===== config.mk =====
export PLATFORM = sky130hd
export DESIGN_NAME = csr_unit
export DESIGN_NICKNAME = d
export VERILOG_FILES = /design/src/source/csr_pkg.sv /design/src/source/csr_unit.sv /design/src/source/csr_result.sv /design/src/source/csr_execute.sv /design/src/source/csr_decode.sv
export SDC_FILE = /design/constraint.sdc
export NUM_CORES = 1
export LEC_CHECK = 0
export BUFFER_PORTS_ARGS = -buffer_cell sky130_fd_sc_hd__buf_4
export CELL_PAD_IN_SITES_DETAIL_PLACEMENT = 0
export CELL_PAD_IN_SITES_GLOBAL_PLACEMENT = 2
export CORE_ASPECT_RATIO = 0.9
export CORE_MARGIN = 4
export CORE_UTILIZATION = 30
export CTS_CLUSTER_SIZE = 8
export DETAILED_ROUTE_END_ITERATION = 7
export PLACE_DENSITY_LB_ADDON = 0.1
export SLEW_MARGIN = 10
export SYNTH_ARGS = -nofsm -noshare
export SYNTH_HDL_FRONTEND = slang
export SYNTH_SLANG_ARGS = --single-unit

===== constraint.sdc =====
create_clock -name clk -period 5.9 [get_ports clk]
set_input_delay 0.295 -clock clk [delete_from_list [all_inputs] [get_ports clk]]
set_output_delay 0.295 -clock clk [all_outputs]
set_load 0.1 [all_outputs]

===== src/source/csr_pkg.sv =====
package csr_pkg;

   //////////////////////////////////////////////////
   // widths
   //////////////////////////////////////////////////
   localparam int XLEN       = 32;
   localparam int CSR_ADDR_W = 12;
   localparam int REG_IDX_W  = 5;

   localparam logic [6:0] OPCODE_SYSTEM = 7'b1110011;

   //////////////////////////////////////////////////
   // csr addresses
   //////////////////////////////////////////////////
   // supervisor views onto machine state
   localparam logic [CSR_ADDR_W-1:0] ADDR_SSTATUS  = 12'h100;
   localparam logic [CSR_ADDR_W-1:0] ADDR_SIE      = 12'h104;

   localparam logic [CSR_ADDR_W-1:0] ADDR_MSTATUS  = 12'h300;
   localparam logic [CSR_ADDR_W-1:0] ADDR_MISA     = 12'h301;
   localparam logic [CSR_ADDR_W-1:0] ADDR_MEDELEG  = 12'h302;
   localparam logic [CSR_ADDR_W-1:0] ADDR_MIDELEG  = 12'h303;
   localparam logic [CSR_ADDR_W-1:0] ADDR_MIE      = 12'h304;
   localparam logic [CSR_ADDR_W-1:0] ADDR_MTVEC    = 12'h305;
   localparam logic [CSR_ADDR_W-1:0] ADDR_MSCRATCH = 12'h340;
   localparam logic [CSR_ADDR_W-1:0] ADDR_MEPC     = 12'h341;
   localparam logic [CSR_ADDR_W-1:0] ADDR_MCAUSE   = 12'h342;
   localparam logic [CSR_ADDR_W-1:0] ADDR_MTVAL    = 12'h343;

   // read-only space, top two address bits set
   localparam logic [CSR_ADDR_W-1:0] ADDR_MHARTID  = 12'hf14;
   localparam logic [CSR_ADDR_W-1:0] ADDR_CYCLE    = 12'hc00;
   localparam logic [CSR_ADDR_W-1:0] ADDR_CYCLEH   = 12'hc80;
   localparam logic [CSR_ADDR_W-1:0] ADDR_INSTRET  = 12'hc02;
   localparam logic [CSR_ADDR_W-1:0] ADDR_INSTRETH = 12'hc82;

   //////////////////////////////////////////////////
   // write masks and constants
   //////////////////////////////////////////////////
   localparam logic [XLEN-1:0] MSTATUS_WMASK = 32'h601e79aa;
   localparam logic [XLEN-1:0] SSTATUS_MASK  = 32'h800de133;
   localparam logic [XLEN-1:0] MEDELEG_WMASK = 32'h0000bfff;
   localparam logic [XLEN-1:0] MIDELEG_WMASK = 32'h00000222;
   localparam logic [XLEN-1:0] MIE_WMASK     = 32'h00000aaa;
   // rv32 with a, i, m, s, u
   localparam logic [XLEN-1:0] MISA_VALUE    = 32'h40141101;

   //////////////////////////////////////////////////
   // types
   //////////////////////////////////////////////////
   // matches funct3[1:0] of the csr instructions
   typedef enum logic [1:0] {
      CSR_WRITE = 2'b01,
      CSR_SET   = 2'b10,
      CSR_CLEAR = 2'b11
   } csr_op_e;

   typedef struct packed {
      logic [XLEN-1:0] instr;
      logic [XLEN-1:0] rs1_value;
   } csr_req_t;

   typedef struct packed {
      logic                  valid;
      logic [CSR_ADDR_W-1:0] addr;
      csr_op_e               op;
      logic [XLEN-1:0]       operand;
      logic [REG_IDX_W-1:0]  rd;
      logic                  do_read;
      logic                  do_write;
      logic                  legal;
   } csr_op_t;

   typedef struct packed {
      logic [REG_IDX_W-1:0] rd;
      logic [XLEN-1:0]      rd_value;
      logic                 write_rd;
      logic                 illegal;
   } csr_resp_t;

endpackage

===== src/source/csr_unit.sv =====
`timescale 1ns/100ps

module csr_unit #(
   parameter logic [csr_pkg::XLEN-1:0] HART_ID    = '0,
   parameter int                       RESP_DEPTH = 2
) (
   input  logic               clk,
   input  logic               rstn,
   input  logic               req_valid,
   output logic               req_ready,
   input  csr_pkg::csr_req_t  req,
   output logic               resp_valid,
   input  logic               resp_ready,
   output csr_pkg::csr_resp_t resp
);
   import csr_pkg::*;

   csr_op_t   op;
   logic      done_valid;
   csr_resp_t done;
   logic      advance;

   // one shared stall for all stage registers
   assign req_ready = advance;

   csr_decode u_decode (
      .clk       (clk),
      .rstn      (rstn),
      .advance   (advance),
      .req_valid (req_valid),
      .req       (req),
      .op        (op)
   );

   csr_execute #(.HART_ID(HART_ID)) u_execute (
      .clk        (clk),
      .rstn       (rstn),
      .advance    (advance),
      .op         (op),
      .done_valid (done_valid),
      .done       (done)
   );

   csr_result #(.RESP_DEPTH(RESP_DEPTH)) u_result (
      .clk        (clk),
      .rstn       (rstn),
      .done_valid (done_valid),
      .done       (done),
      .advance    (advance),
      .resp_valid (resp_valid),
      .resp       (resp),
      .resp_ready (resp_ready)
   );

endmodule


===== src/source/csr_result.sv =====
`timescale 1ns/100ps

module csr_result #(
   parameter int RESP_DEPTH = 2
) (
   input  logic               clk,
   input  logic               rstn,
   input  logic               done_valid,
   input  csr_pkg::csr_resp_t done,
   output logic               advance,
   output logic               resp_valid,
   output csr_pkg::csr_resp_t resp,
   input  logic               resp_ready
);
   import csr_pkg::*;

   localparam int PTR_W = (RESP_DEPTH > 1) ? $clog2(RESP_DEPTH) : 1;
   localparam int CNT_W = $clog2(RESP_DEPTH + 1);

   csr_resp_t        queue_mem [RESP_DEPTH];
   logic [PTR_W-1:0] wr_ptr;
   logic [PTR_W-1:0] rd_ptr;
   logic [CNT_W-1:0] count;
   logic             push;
   logic             pop;

   function automatic logic [PTR_W-1:0] next_ptr(input logic [PTR_W-1:0] ptr);
      return (ptr == PTR_W'(RESP_DEPTH - 1)) ? '0 : ptr + 1'b1;
   endfunction

   assign pop        = resp_valid && resp_ready;
   // stall the pipe when the queue stays full after this pop
   assign advance    = (count != CNT_W'(RESP_DEPTH)) || pop;
   assign push       = done_valid && advance;
   assign resp_valid = (count != '0);
   assign resp       = queue_mem[rd_ptr];

   always_ff @(posedge clk) begin
      if (push) begin
         queue_mem[wr_ptr] <= done;
      end
   end

   always_ff @(posedge clk) begin
      if (rstn) begin
         wr_ptr <= '0;
         rd_ptr <= '0;
         count  <= '0;
      end else begin
         if (push) begin
            wr_ptr <= next_ptr(wr_ptr);
         end
         if (pop) begin
            rd_ptr <= next_ptr(rd_ptr);
         end
         case ({push, pop})
            2'b10:   count <= count + 1'b1;
            2'b01:   count <= count - 1'b1;
            default: ;
         endcase
      end
   end

   // pushes never overfill the queue
   assert property (@(posedge clk) disable iff (rstn)
      count <= CNT_W'(RESP_DEPTH));

   // held response must not change under back-pressure
   assert property (@(posedge clk) disable iff (rstn)
      (resp_valid && !resp_ready) |=> (resp_valid && $stable(resp)));

endmodule


===== src/source/csr_execute.sv =====
`timescale 1ns/100ps

module csr_execute #(
   parameter logic [csr_pkg::XLEN-1:0] HART_ID = '0
) (
   input  logic               clk,
   input  logic               rstn,
   input  logic               advance,
   input  csr_pkg::csr_op_t   op,
   output logic               done_valid,
   output csr_pkg::csr_resp_t done
);
   import csr_pkg::*;

   localparam logic [XLEN-1:0] SSTATUS_WMASK = SSTATUS_MASK & MSTATUS_WMASK;

   logic [XLEN-1:0] mstatus;
   logic [XLEN-1:0] medeleg;
   logic [XLEN-1:0] mideleg;
   logic [XLEN-1:0] mie;
   logic [XLEN-1:0] mtvec;
   logic [XLEN-1:0] mscratch;
   logic [XLEN-1:0] mepc;
   logic [XLEN-1:0] mcause;
   logic [XLEN-1:0] mtval;
   logic [63:0]     cycle;
   logic [63:0]     instret;

   logic [XLEN-1:0] old_value;
   logic [XLEN-1:0] new_value;
   logic            op_fire;
   logic            write_en;

   function automatic logic [XLEN-1:0] merge(input logic [XLEN-1:0] old,
                                             input logic [XLEN-1:0] value,
                                             input logic [XLEN-1:0] mask);
      return (old & ~mask) | (value & mask);
   endfunction

   assign op_fire  = op.valid && advance;
   assign write_en = op_fire && op.legal && op.do_write;

   //////////////////////////////////////////////////
   // read and modify
   //////////////////////////////////////////////////
   always_comb begin
      case (op.addr)
         ADDR_SSTATUS:  old_value = mstatus & SSTATUS_MASK;
         ADDR_SIE:      old_value = mie & mideleg;
         ADDR_MSTATUS:  old_value = mstatus;
         ADDR_MISA:     old_value = MISA_VALUE;
         ADDR_MEDELEG:  old_value = medeleg;
         ADDR_MIDELEG:  old_value = mideleg;
         ADDR_MIE:      old_value = mie;
         ADDR_MTVEC:    old_value = mtvec;
         ADDR_MSCRATCH: old_value = mscratch;
         ADDR_MEPC:     old_value = mepc;
         ADDR_MCAUSE:   old_value = mcause;
         ADDR_MTVAL:    old_value = mtval;
         ADDR_MHARTID:  old_value = HART_ID;
         ADDR_CYCLE:    old_value = cycle[31:0];
         ADDR_CYCLEH:   old_value = cycle[63:32];
         ADDR_INSTRET:  old_value = instret[31:0];
         ADDR_INSTRETH: old_value = instret[63:32];
         default:       old_value = '0;
      endcase
   end

   always_comb begin
      case (op.op)
         CSR_SET:   new_value = old_value | op.operand;
         CSR_CLEAR: new_value = old_value & ~op.operand;
         default:   new_value = op.operand;
      endcase
   end

   //////////////////////////////////////////////////
   // csr state
   //////////////////////////////////////////////////
   always_ff @(posedge clk) begin
      if (rstn) begin
         mstatus  <= '0;
         medeleg  <= '0;
         mideleg  <= '0;
         mie      <= '0;
         mtvec    <= '0;
         mscratch <= '0;
         mepc     <= '0;
         mcause   <= '0;
         mtval    <= '0;
         cycle    <= '0;
         instret  <= '0;
      end else begin
         cycle <= cycle + 64'd1;
         if (op_fire && op.legal) begin
            instret <= instret + 64'd1;
         end
         if (write_en) begin
            case (op.addr)
               ADDR_SSTATUS:  mstatus  <= merge(mstatus, new_value, SSTATUS_WMASK);
               ADDR_SIE:      mie      <= merge(mie, new_value, mideleg & MIE_WMASK);
               ADDR_MSTATUS:  mstatus  <= merge(mstatus, new_value, MSTATUS_WMASK);
               ADDR_MEDELEG:  medeleg  <= merge(medeleg, new_value, MEDELEG_WMASK);
               ADDR_MIDELEG:  mideleg  <= merge(mideleg, new_value, MIDELEG_WMASK);
               ADDR_MIE:      mie      <= merge(mie, new_value, MIE_WMASK);
               ADDR_MSCRATCH: mscratch <= new_value;
               ADDR_MEPC:     mepc     <= new_value;
               ADDR_MCAUSE:   mcause   <= new_value;
               ADDR_MTVAL:    mtval    <= new_value;
               ADDR_MTVEC: begin
                  // only direct and vectored modes
                  if (new_value[1:0] < 2'd2) begin
                     mtvec <= new_value;
                  end
               end
               default: ;
            endcase
         end
      end
   end

   // response stage
   always_ff @(posedge clk) begin
      if (rstn) begin
         done_valid <= 1'b0;
      end else if (advance) begin
         done_valid <= op.valid;
      end
   end

   always_ff @(posedge clk) begin
      if (advance) begin
         done.rd       <= op.rd;
         done.rd_value <= (op.legal && op.do_read) ? old_value : '0;
         done.write_rd <= op.legal && op.do_read;
         done.illegal  <= !op.legal;
      end
   end

   // an illegal op leaves every architectural register untouched
   assert property (@(posedge clk) disable iff (rstn)
      (op_fire && !op.legal) |=>
         $stable({mstatus, medeleg, mideleg, mie, mtvec, mscratch,
                  mepc, mcause, mtval, instret}));

endmodule


===== src/source/csr_decode.sv =====
`timescale 1ns/100ps

module csr_decode (
   input  logic              clk,
   input  logic              rstn,
   input  logic              advance,
   input  logic              req_valid,
   input  csr_pkg::csr_req_t req,
   output csr_pkg::csr_op_t  op
);
   import csr_pkg::*;

   logic [6:0]            opcode;
   logic [REG_IDX_W-1:0]  rd;
   logic [2:0]            funct3;
   logic [REG_IDX_W-1:0]  rs1_field;
   logic [CSR_ADDR_W-1:0] addr;
   logic                  addr_listed;
   logic                  read_only;
   csr_op_t               op_next;

   // instruction fields
   assign opcode    = req.instr[6:0];
   assign rd        = req.instr[11:7];
   assign funct3    = req.instr[14:12];
   assign rs1_field = req.instr[19:15];
   assign addr      = req.instr[31:20];

   assign read_only = (addr[11:10] == 2'b11);

   always_comb begin
      case (addr)
         ADDR_SSTATUS, ADDR_SIE, ADDR_MSTATUS, ADDR_MISA,
         ADDR_MEDELEG, ADDR_MIDELEG, ADDR_MIE, ADDR_MTVEC,
         ADDR_MSCRATCH, ADDR_MEPC, ADDR_MCAUSE, ADDR_MTVAL,
         ADDR_MHARTID, ADDR_CYCLE, ADDR_CYCLEH,
         ADDR_INSTRET, ADDR_INSTRETH: addr_listed = 1'b1;
         default:                     addr_listed = 1'b0;
      endcase
   end

   always_comb begin
      op_next       = '0;
      op_next.valid = req_valid;
      op_next.addr  = addr;
      op_next.rd    = rd;
      case (funct3[1:0])
         2'b10:   op_next.op = CSR_SET;
         2'b11:   op_next.op = CSR_CLEAR;
         default: op_next.op = CSR_WRITE;
      endcase
      // immediate forms carry the rs1 field as a 5-bit zero-extended value
      op_next.operand = funct3[2] ? {{(XLEN-REG_IDX_W){1'b0}}, rs1_field} : req.rs1_value;
      // csrrw with rd zero skips the read, csrrs/csrrc with rs1 zero skip the write
      op_next.do_read  = !(op_next.op == CSR_WRITE && rd == '0);
      op_next.do_write = !(op_next.op != CSR_WRITE && rs1_field == '0);
      op_next.legal    = (opcode == OPCODE_SYSTEM) && (funct3[1:0] != 2'b00) && addr_listed
                         && !(op_next.do_write && read_only);
   end

   // stage register
   always_ff @(posedge clk) begin
      if (rstn) begin
         op.valid <= 1'b0;
      end else if (advance) begin
         op <= op_next;
      end
   end

endmodule


After elaboration in Yosys (flattened, before gate mapping)
Memories as Yosys holds them, arrays and structs flattened. A register that Yosys moved wholly into a read port is not among the register bits.
Cells that the tools add are included.
{"block": "classes", "addsub": 6, "magnitude_cmp": 1, "eq_ne": 44, "muxes": 14, "n_bitwise": 14, "n_reduce_logical": 35}
{"operator": "one-hot mux 32 bit (16 select lines)", "n": 1}
{"operator": "equality test 12 x 10 -> 1 bit, second input constant", "n": 20}
{"operator": "one-hot mux 32 bit (2 select lines)", "n": 3}
{"operator": "adder 64 x 1 -> 64 bit, second input constant", "n": 2}
{"operator": "equality test 12 bit, second input constant", "n": 9}
{"operator": "AND 32 bit", "n": 3}
{"operator": "OR 32 bit", "n": 2}
{"operator": "equality test 12 x 9 -> 1 bit, second input constant", "n": 4}
{"operator": "AND 32 x 12 -> 32 bit", "n": 1}
{"operator": "inverter 12 -> 32 bit", "n": 1}
{"operator": "inverter 32 bit", "n": 1}
{"operator": "OR 32 x 10 -> 32 bit", "n": 1}
{"operator": "OR 32 x 12 -> 32 bit", "n": 1}
{"operator": "OR 32 x 16 -> 32 bit", "n": 1}
{"operator": "OR 32 x 20 -> 32 bit", "n": 1}
{"operator": "OR 32 x 31 -> 32 bit", "n": 1}
{"operator": "AND reduction 2 bit", "n": 9}
{"operator": "OR reduction 17 bit", "n": 1}
{"operator": "equality test 2 bit, second input constant", "n": 6}
{"operator": "logical AND 1 bit", "n": 12}
{"operator": "zero test 5 bit", "n": 2}
{"operator": "nonzero test 2 bit", "n": 5}
{"operator": "one-hot mux 2 bit (2 select lines)", "n": 2}
{"operator": "equality test 7 bit, second input constant", "n": 1}
{"operator": "13 further kinds", "n": 24}
{"block": "totals", "ff_bits": 515, "ram_bits": 78, "in_bits": 68, "out_inout_bits": 41, "n_memories": 1}
{"name": "u_result.queue_mem", "depth": 2, "word_bits": 39, "rd": 1, "rd_ports_with_merged_regs": 1, "wr": 1, "line_no": "csr_result.sv:20", "rtl": "csr_resp_t queue_mem [RESP_DEPTH];"}

Longest topological paths before layout
{"block": "depth", "ltp_word": 8, "mapped_depth": 12}

Modules after synthesis
Synthesis repeated with hierarchy kept, for this count alone.
{"block": "unflattened", "hier_cells": 2491, "area_unflattened_um2": 23719.0}
{"mod": "csr_execute", "instances": 1, "cells_per_inst": 2221, "area_each_um2": 18596.6, "seq_area_each_um2": 7737.4}
{"mod": "csr_result", "instances": 1, "cells_per_inst": 149, "area_each_um2": 3047.9, "seq_area_each_um2": 2442.3}
{"mod": "csr_decode", "instances": 1, "cells_per_inst": 121, "area_each_um2": 2074.5, "seq_area_each_um2": 1641.6}

Worst setup path before layout
OpenSTA, ideal clock, no wires.
{"block": "synth_path", "kind": "reg-to-reg", "from": "reg u_result.count[1]", "to": "mem u_result.queue_mem[0][0] in the netlist's numbering, enable pin", "arrival_ns": 3.938, "path_slack_ns": 1.527, "stages_incl_launch_ff": 5, "synth_period_minus_slack_ns": 4.373, "path_cell_list": "dfxtp_1 > nor3b_1 > inv_1 > nand2_1 > nor2_1"}
{"block": "synth_via", "elab_chain_cells": 6}
{"element": "start, declared", "line_no": "csr_result.sv:23", "rtl": "logic [CNT_W-1:0] count;"}
{"element": "start signal, assigned", "line_no": "csr_result.sv:57", "rtl": "2'b10: count <= count + 1'b1;"}
{"element": "start signal, assigned", "line_no": "csr_result.sv:58", "rtl": "2'b01: count <= count - 1'b1;"}
{"element": "nonzero test 2 bit", "line_no": "csr_result.sv:35", "rtl": "assign resp_valid = (count != '0);"}
{"element": "logical AND 1 bit", "line_no": "csr_result.sv:31", "rtl": "assign pop = resp_valid && resp_ready;"}
{"element": "logical OR 1 bit *", "line_no": "csr_result.sv:33", "rtl": "assign advance = (count != CNT_W'(RESP_DEPTH)) || pop;"}
{"element": "via req_ready", "line_no": "csr_unit.sv:10", "rtl": "output logic req_ready,"}
{"element": "logical AND 1 bit *", "line_no": "csr_result.sv:34", "rtl": "assign push = done_valid && advance;"}
{"element": "two-way mux 1 bit *", "line_no": "csr_result.sv:39", "rtl": "if (push) begin"}
{"element": "two-way mux 1 bit (not written as such) *", "line_no": "csr_result.sv:40", "rtl": "queue_mem[wr_ptr] <= done;"}
{"element": "end, declared", "line_no": "csr_result.sv:20"}
The timed path passes the listed nets; every way through them passes the cells marked *.

Worst setup path in the final report
{"block": "layout_path", "from": "reg u_decode.op[53] (netlist name)", "to": "reg u_execute.mepc[20]"}
{"block": "layout_via", "elab_chain_cells": 4}
{"element": "equality test 12 bit, or another cell as far along", "line_no": "csr_execute.sv:47", "rtl": "case (op.addr)"}
{"element": "one-hot mux 32 bit (16 select lines)", "line_no": "csr_execute.sv:47"}
{"element": "AND 32 bit or OR 32 bit (tied branches)", "line_no": "csr_execute.sv:72, csr_execute.sv:71"}
{"element": "one-hot mux 32 bit (2 select lines)", "line_no": "csr_execute.sv:70", "rtl": "case (op.op)"}
{"element": "end signal, assigned", "line_no": "csr_execute.sv:107", "rtl": "ADDR_MEPC: mepc <= new_value;"}
{"element": "end, declared", "line_no": "csr_execute.sv:23", "rtl": "logic [XLEN-1:0] mepc;"}
Several ways; a longest one is shown, not always the timed one.
A chain may end at the register's enable or synchronous reset.

==> summary.md <==
| Metric | Value |
|---|---|
| Outcome | completed |
| Max-slew headroom | between 10% and 20% |
| IO Count | 109 |
| Wirelength per Cell | between 20 and 30 um |
| Hold slack final | ~0.033 ns |
| FF+latch area | approximately 12000 um^2 |
| Setup TNS | 0 ns |
| Crit path launch type | flop |
| Clock power frac | between 40% and 50% |
| Layout cells sized above 1 | 14.8% |
| Post-Synthesis Net Count | roughly 2400 |
| First-pass GRT wire length | ~130000 um |
| Die Span X | 297 um |
| Gates resized, CTS repair | 0 |
| Filler cell count in the final layout | around 7400 |
| GRT Overall Usage | ~23% |
| H-tree levels | 3 |
| Die Area | around 80000 um^2 |
| CTS tree | built |
| TritonRoute pass-1 iters | 8 |
| CTS Buffer Depth | 3 |
| Largest net degree at the start of global routing | between 150 and 200 |
| Crit path DAT | slightly above 5 ns |
| Setup CP Type | reg2reg |
| Initial Utilization | 30.5% |
| Area of the multi-input gates | approximately 10000 um^2 |
| Fmax | between 0.2 and 0.25 GHz |
| Final Hold Viols | 0 |
| Synthesized area per cell | approximately 9.7 um^2 |
| Synth unique cells | 85 |
| Switch Pwr | between 2000 and 2500 uW |
| Vias in the first global route | about 18000 |
| Wire length after detailed routing | 90800 um |
| Syn. warnings | 0 |
| Logic pwr share | under 10% |
| Reg power frac | approximately 44% |
| Hold depth | 2 |
| Count leader, synth | nand2_1 |
| Required time of the critical path | between 6 and 7 ns |
| Slew @ Worst Pin | roughly 1.3 ns |
| Power Dens Cells | around 310 nW/um^2 |
| Register area share after synthesis | between 50% and 60% |
| Synth cell count leaders | nand2_1, dfxtp_1, nor2_1 |
| Final worst path period share | around 77% |
| Total power | approximately 8500 uW |
| Worst R2R Setup Slack | 1.35 ns |
| Setup violators final | 0 |
| HP Class | in2reg |
| Switching Share | between 20% and 30% |
| Clk sinks | 505 |
| DRC Markers | 0 |
| Worst clock skew | 0.0264 ns |
| PortBufs | 108 |
| CTS buffer count | 73 |
| Post-synth EDFFs | ~170 |
| CTS root buffer | clkbuf_16 |
| Rows | 94 |
| Synth area leaders | dfxtp_1, edfxtp_1, nand2_1, a21oi_1, nor2_1 |
| Post-route ant nets | 0 |
| Leak | 0.00937 uW |
| # nets final | 2545 |
| Max-cap violations | 0 |
| Post-Syn Instances | 2325 |
| Gr ovfl total | 0 |
| Die span in y | roughly 270 um |
| Vias | between 15000 and 20000 |
| Iteration-0 DRC Markers | 1485 |
| Final Max Tran Viols | 0 |
| Hpwl dp | 63700 um |
| Flops & latches, synth | just over 500 |
| Ys flop type | dfxtp_1 |
| RSZ-0062 raised after global routing | false |
| Async set-reset flop share out of synthesis | 0% |
| GP Congestion | ~0.9 |
| Tmin final | approximately 4.6 ns |
| Total core area | 73700 um^2 |
| DR vias/cell | around 5.3 |
| Top cell type's share of synthesized area | between 20 and 30% |
| Most area-hungry cell type in the Yosys netlist | dfxtp_1 |
| Syn Std Cell Area | around 22000 um^2 |
| Initial antenna violation count | 2 |
| Peak VDD IR | approximately 0.00026 V |
| Clock latency at the later pin of the worst-skew pair | between 0.6 and 0.7 ns |
| CP Max Fanout | 11 |
| Reg clk slew, reported paths | roughly 0.05 ns |
| Int Pwr | 6220 uW |
| Area growth, synth to finish | 20.6% |
| Worst R2R Path Depth | 8 |
| CP Capture Type | flop |
cell families after synthesis:
logic type	after synthesis	synth area share, %
simple gates	971	20.7
compound gates	432	12.7
mux	135	6.53
buf+inv	172	3.15
flops	505	52.6
fa+ha+maj	3	0.167
xor+xnor	107	4.17
power by group through the flow:
stage	logic (uW)	registers [uW]	clock network (uW)
6_report	816	3770	3950
5_1_grt	853	3770	4200
4_1_cts	824	3770	4060
3_5_place_dp	793	3840	0
3_3_place_gp	792	3830	0
2_1_floorplan	577	3780	0
metrics by stage:
| stage | cell area (um^2) | setup slack (ns) | instances | util (%) |
|---|---|---|---|---|
| final | 27100 | 1.35 | 3474 | 36.8 |
| after global routing | 27100 | 1.32 | 3472 | 36.8 |
| after CTS | 27100 | 1.59 | 3472 | 36.8 |
| after detailed placement | 24500 | 1.61 | 3307 | 33.2 |
| after global placement | 24500 | 1.40 | 3306 | 33.2 |
| after floorplan | 22500 | 1.53 | 2325 | - |
placed cells by master, fill, tap and decap left out, types with 10 or more instances in the layout:
| cell | n |
|---|---|
| mux2_2 | 63 |
| edfxtp_1 | 171 |
| clkbuf_16 | 74 |
| a21oi_1 | 189 |
| and2_1 | 13 |
| nor2b_1 | 32 |
| or3_1 | 30 |
| nor3_1 | 23 |
| nand3_1 | 60 |
| a221o_1 | 10 |
| nor2_1 | 213 |
| o31ai_2 | 15 |
| clkbuf_1 | 32 |
| and4_1 | 23 |
| mux2i_1 | 69 |
| xnor2_1 | 29 |
| xor2_1 | 78 |
| inv_1 | 25 |
| dfxtp_1 | 333 |
| a22o_1 | 18 |
| o31ai_1 | 11 |
| o2bb2ai_1 | 16 |
| buf_4 | 164 |
| nand4_1 | 42 |
| dlygate4sd3_1 | 52 |
| nand2_1 | 409 |
| o21ai_0 | 62 |
| and3_1 | 33 |
| a22oi_1 | 30 |
| nor4_1 | 18 |
area by class of cell:
cell class	count	share of cell area [%]
flip-flops and latches	505	43.6
multi-input cells	1648	37.2
well taps	960	4.43
clock inverters	7	0.489
diodes	2	0.0184
clock buffers	106	7.27
repair buffers	220	6.70
inverters	26	0.360
sequential cells by signal, indices dropped and copies added, names as in the netlist, named ones only:
| name | flops |
|---|---|
| u_execute.mepc | 32 |
| u_decode.op | 55 |
| u_result.rd_ptr | 1 |
| u_execute.done_valid | 1 |
| u_execute.mtvec | 32 |
| u_execute.cycle | 64 |
| u_execute.mtval | 32 |
| u_result.wr_ptr | 1 |
| u_result.queue_mem | 78 |
| u_execute.mcause | 32 |
| u_execute.mie | 3 |
| u_execute.mscratch | 32 |
| u_execute.medeleg | 15 |
| u_execute.mideleg | 3 |
| u_execute.done | 39 |
| u_execute.mstatus | 15 |
| u_execute.instret | 64 |
| u_result.count | 2 |
worst paths after layout:
check,start,endpoint
setup / recovery,u_decode.op[53]$_DFFE_PP_,u_execute.mepc[20]$_SDFFE_PP0P_
hold reg to reg,u_decode.op[4]$_DFFE_PP_,u_execute.done[35]$_DFFE_PN_
hold / removal,req[31],u_decode.op[39]$_SDFFCE_PP0P_
setup reg to reg,u_decode.op[53]$_DFFE_PP_,u_execute.mepc[20]$_SDFFE_PP0P_
critical path: stages (launching register included):
cell,delay [ns]
edfxtp_1,0.49
nor4bb_4,0.85
buf_4,0.33
nand2_1,0.35
a2111oi_0,1.06
a2111oi_0,0.24
o31ai_1,0.83
nand2_1,0.11
a21oi_1,0.17
repair_timing:
item | 4_1_cts | 5_1_grt
setup buffers | 0 | 0
hold buffers | 52 | 0
hold endpoints to repair | 49 | 0
endpoints found under the setup margin | 0 | 0
metal layers:
metal | vias to the layer above | track usage [%] | share of wire (%)
met4 | 0 | 6.53 | 2.8
met5 | - | 0 | 0
met1 | 9240 | 32.1 | 46
met3 | 129 | 3.04 | 4.7
li1 | 8626 | - | -
met2 | 558 | 36.4 | 46
(Power assumes the default switching activity.)
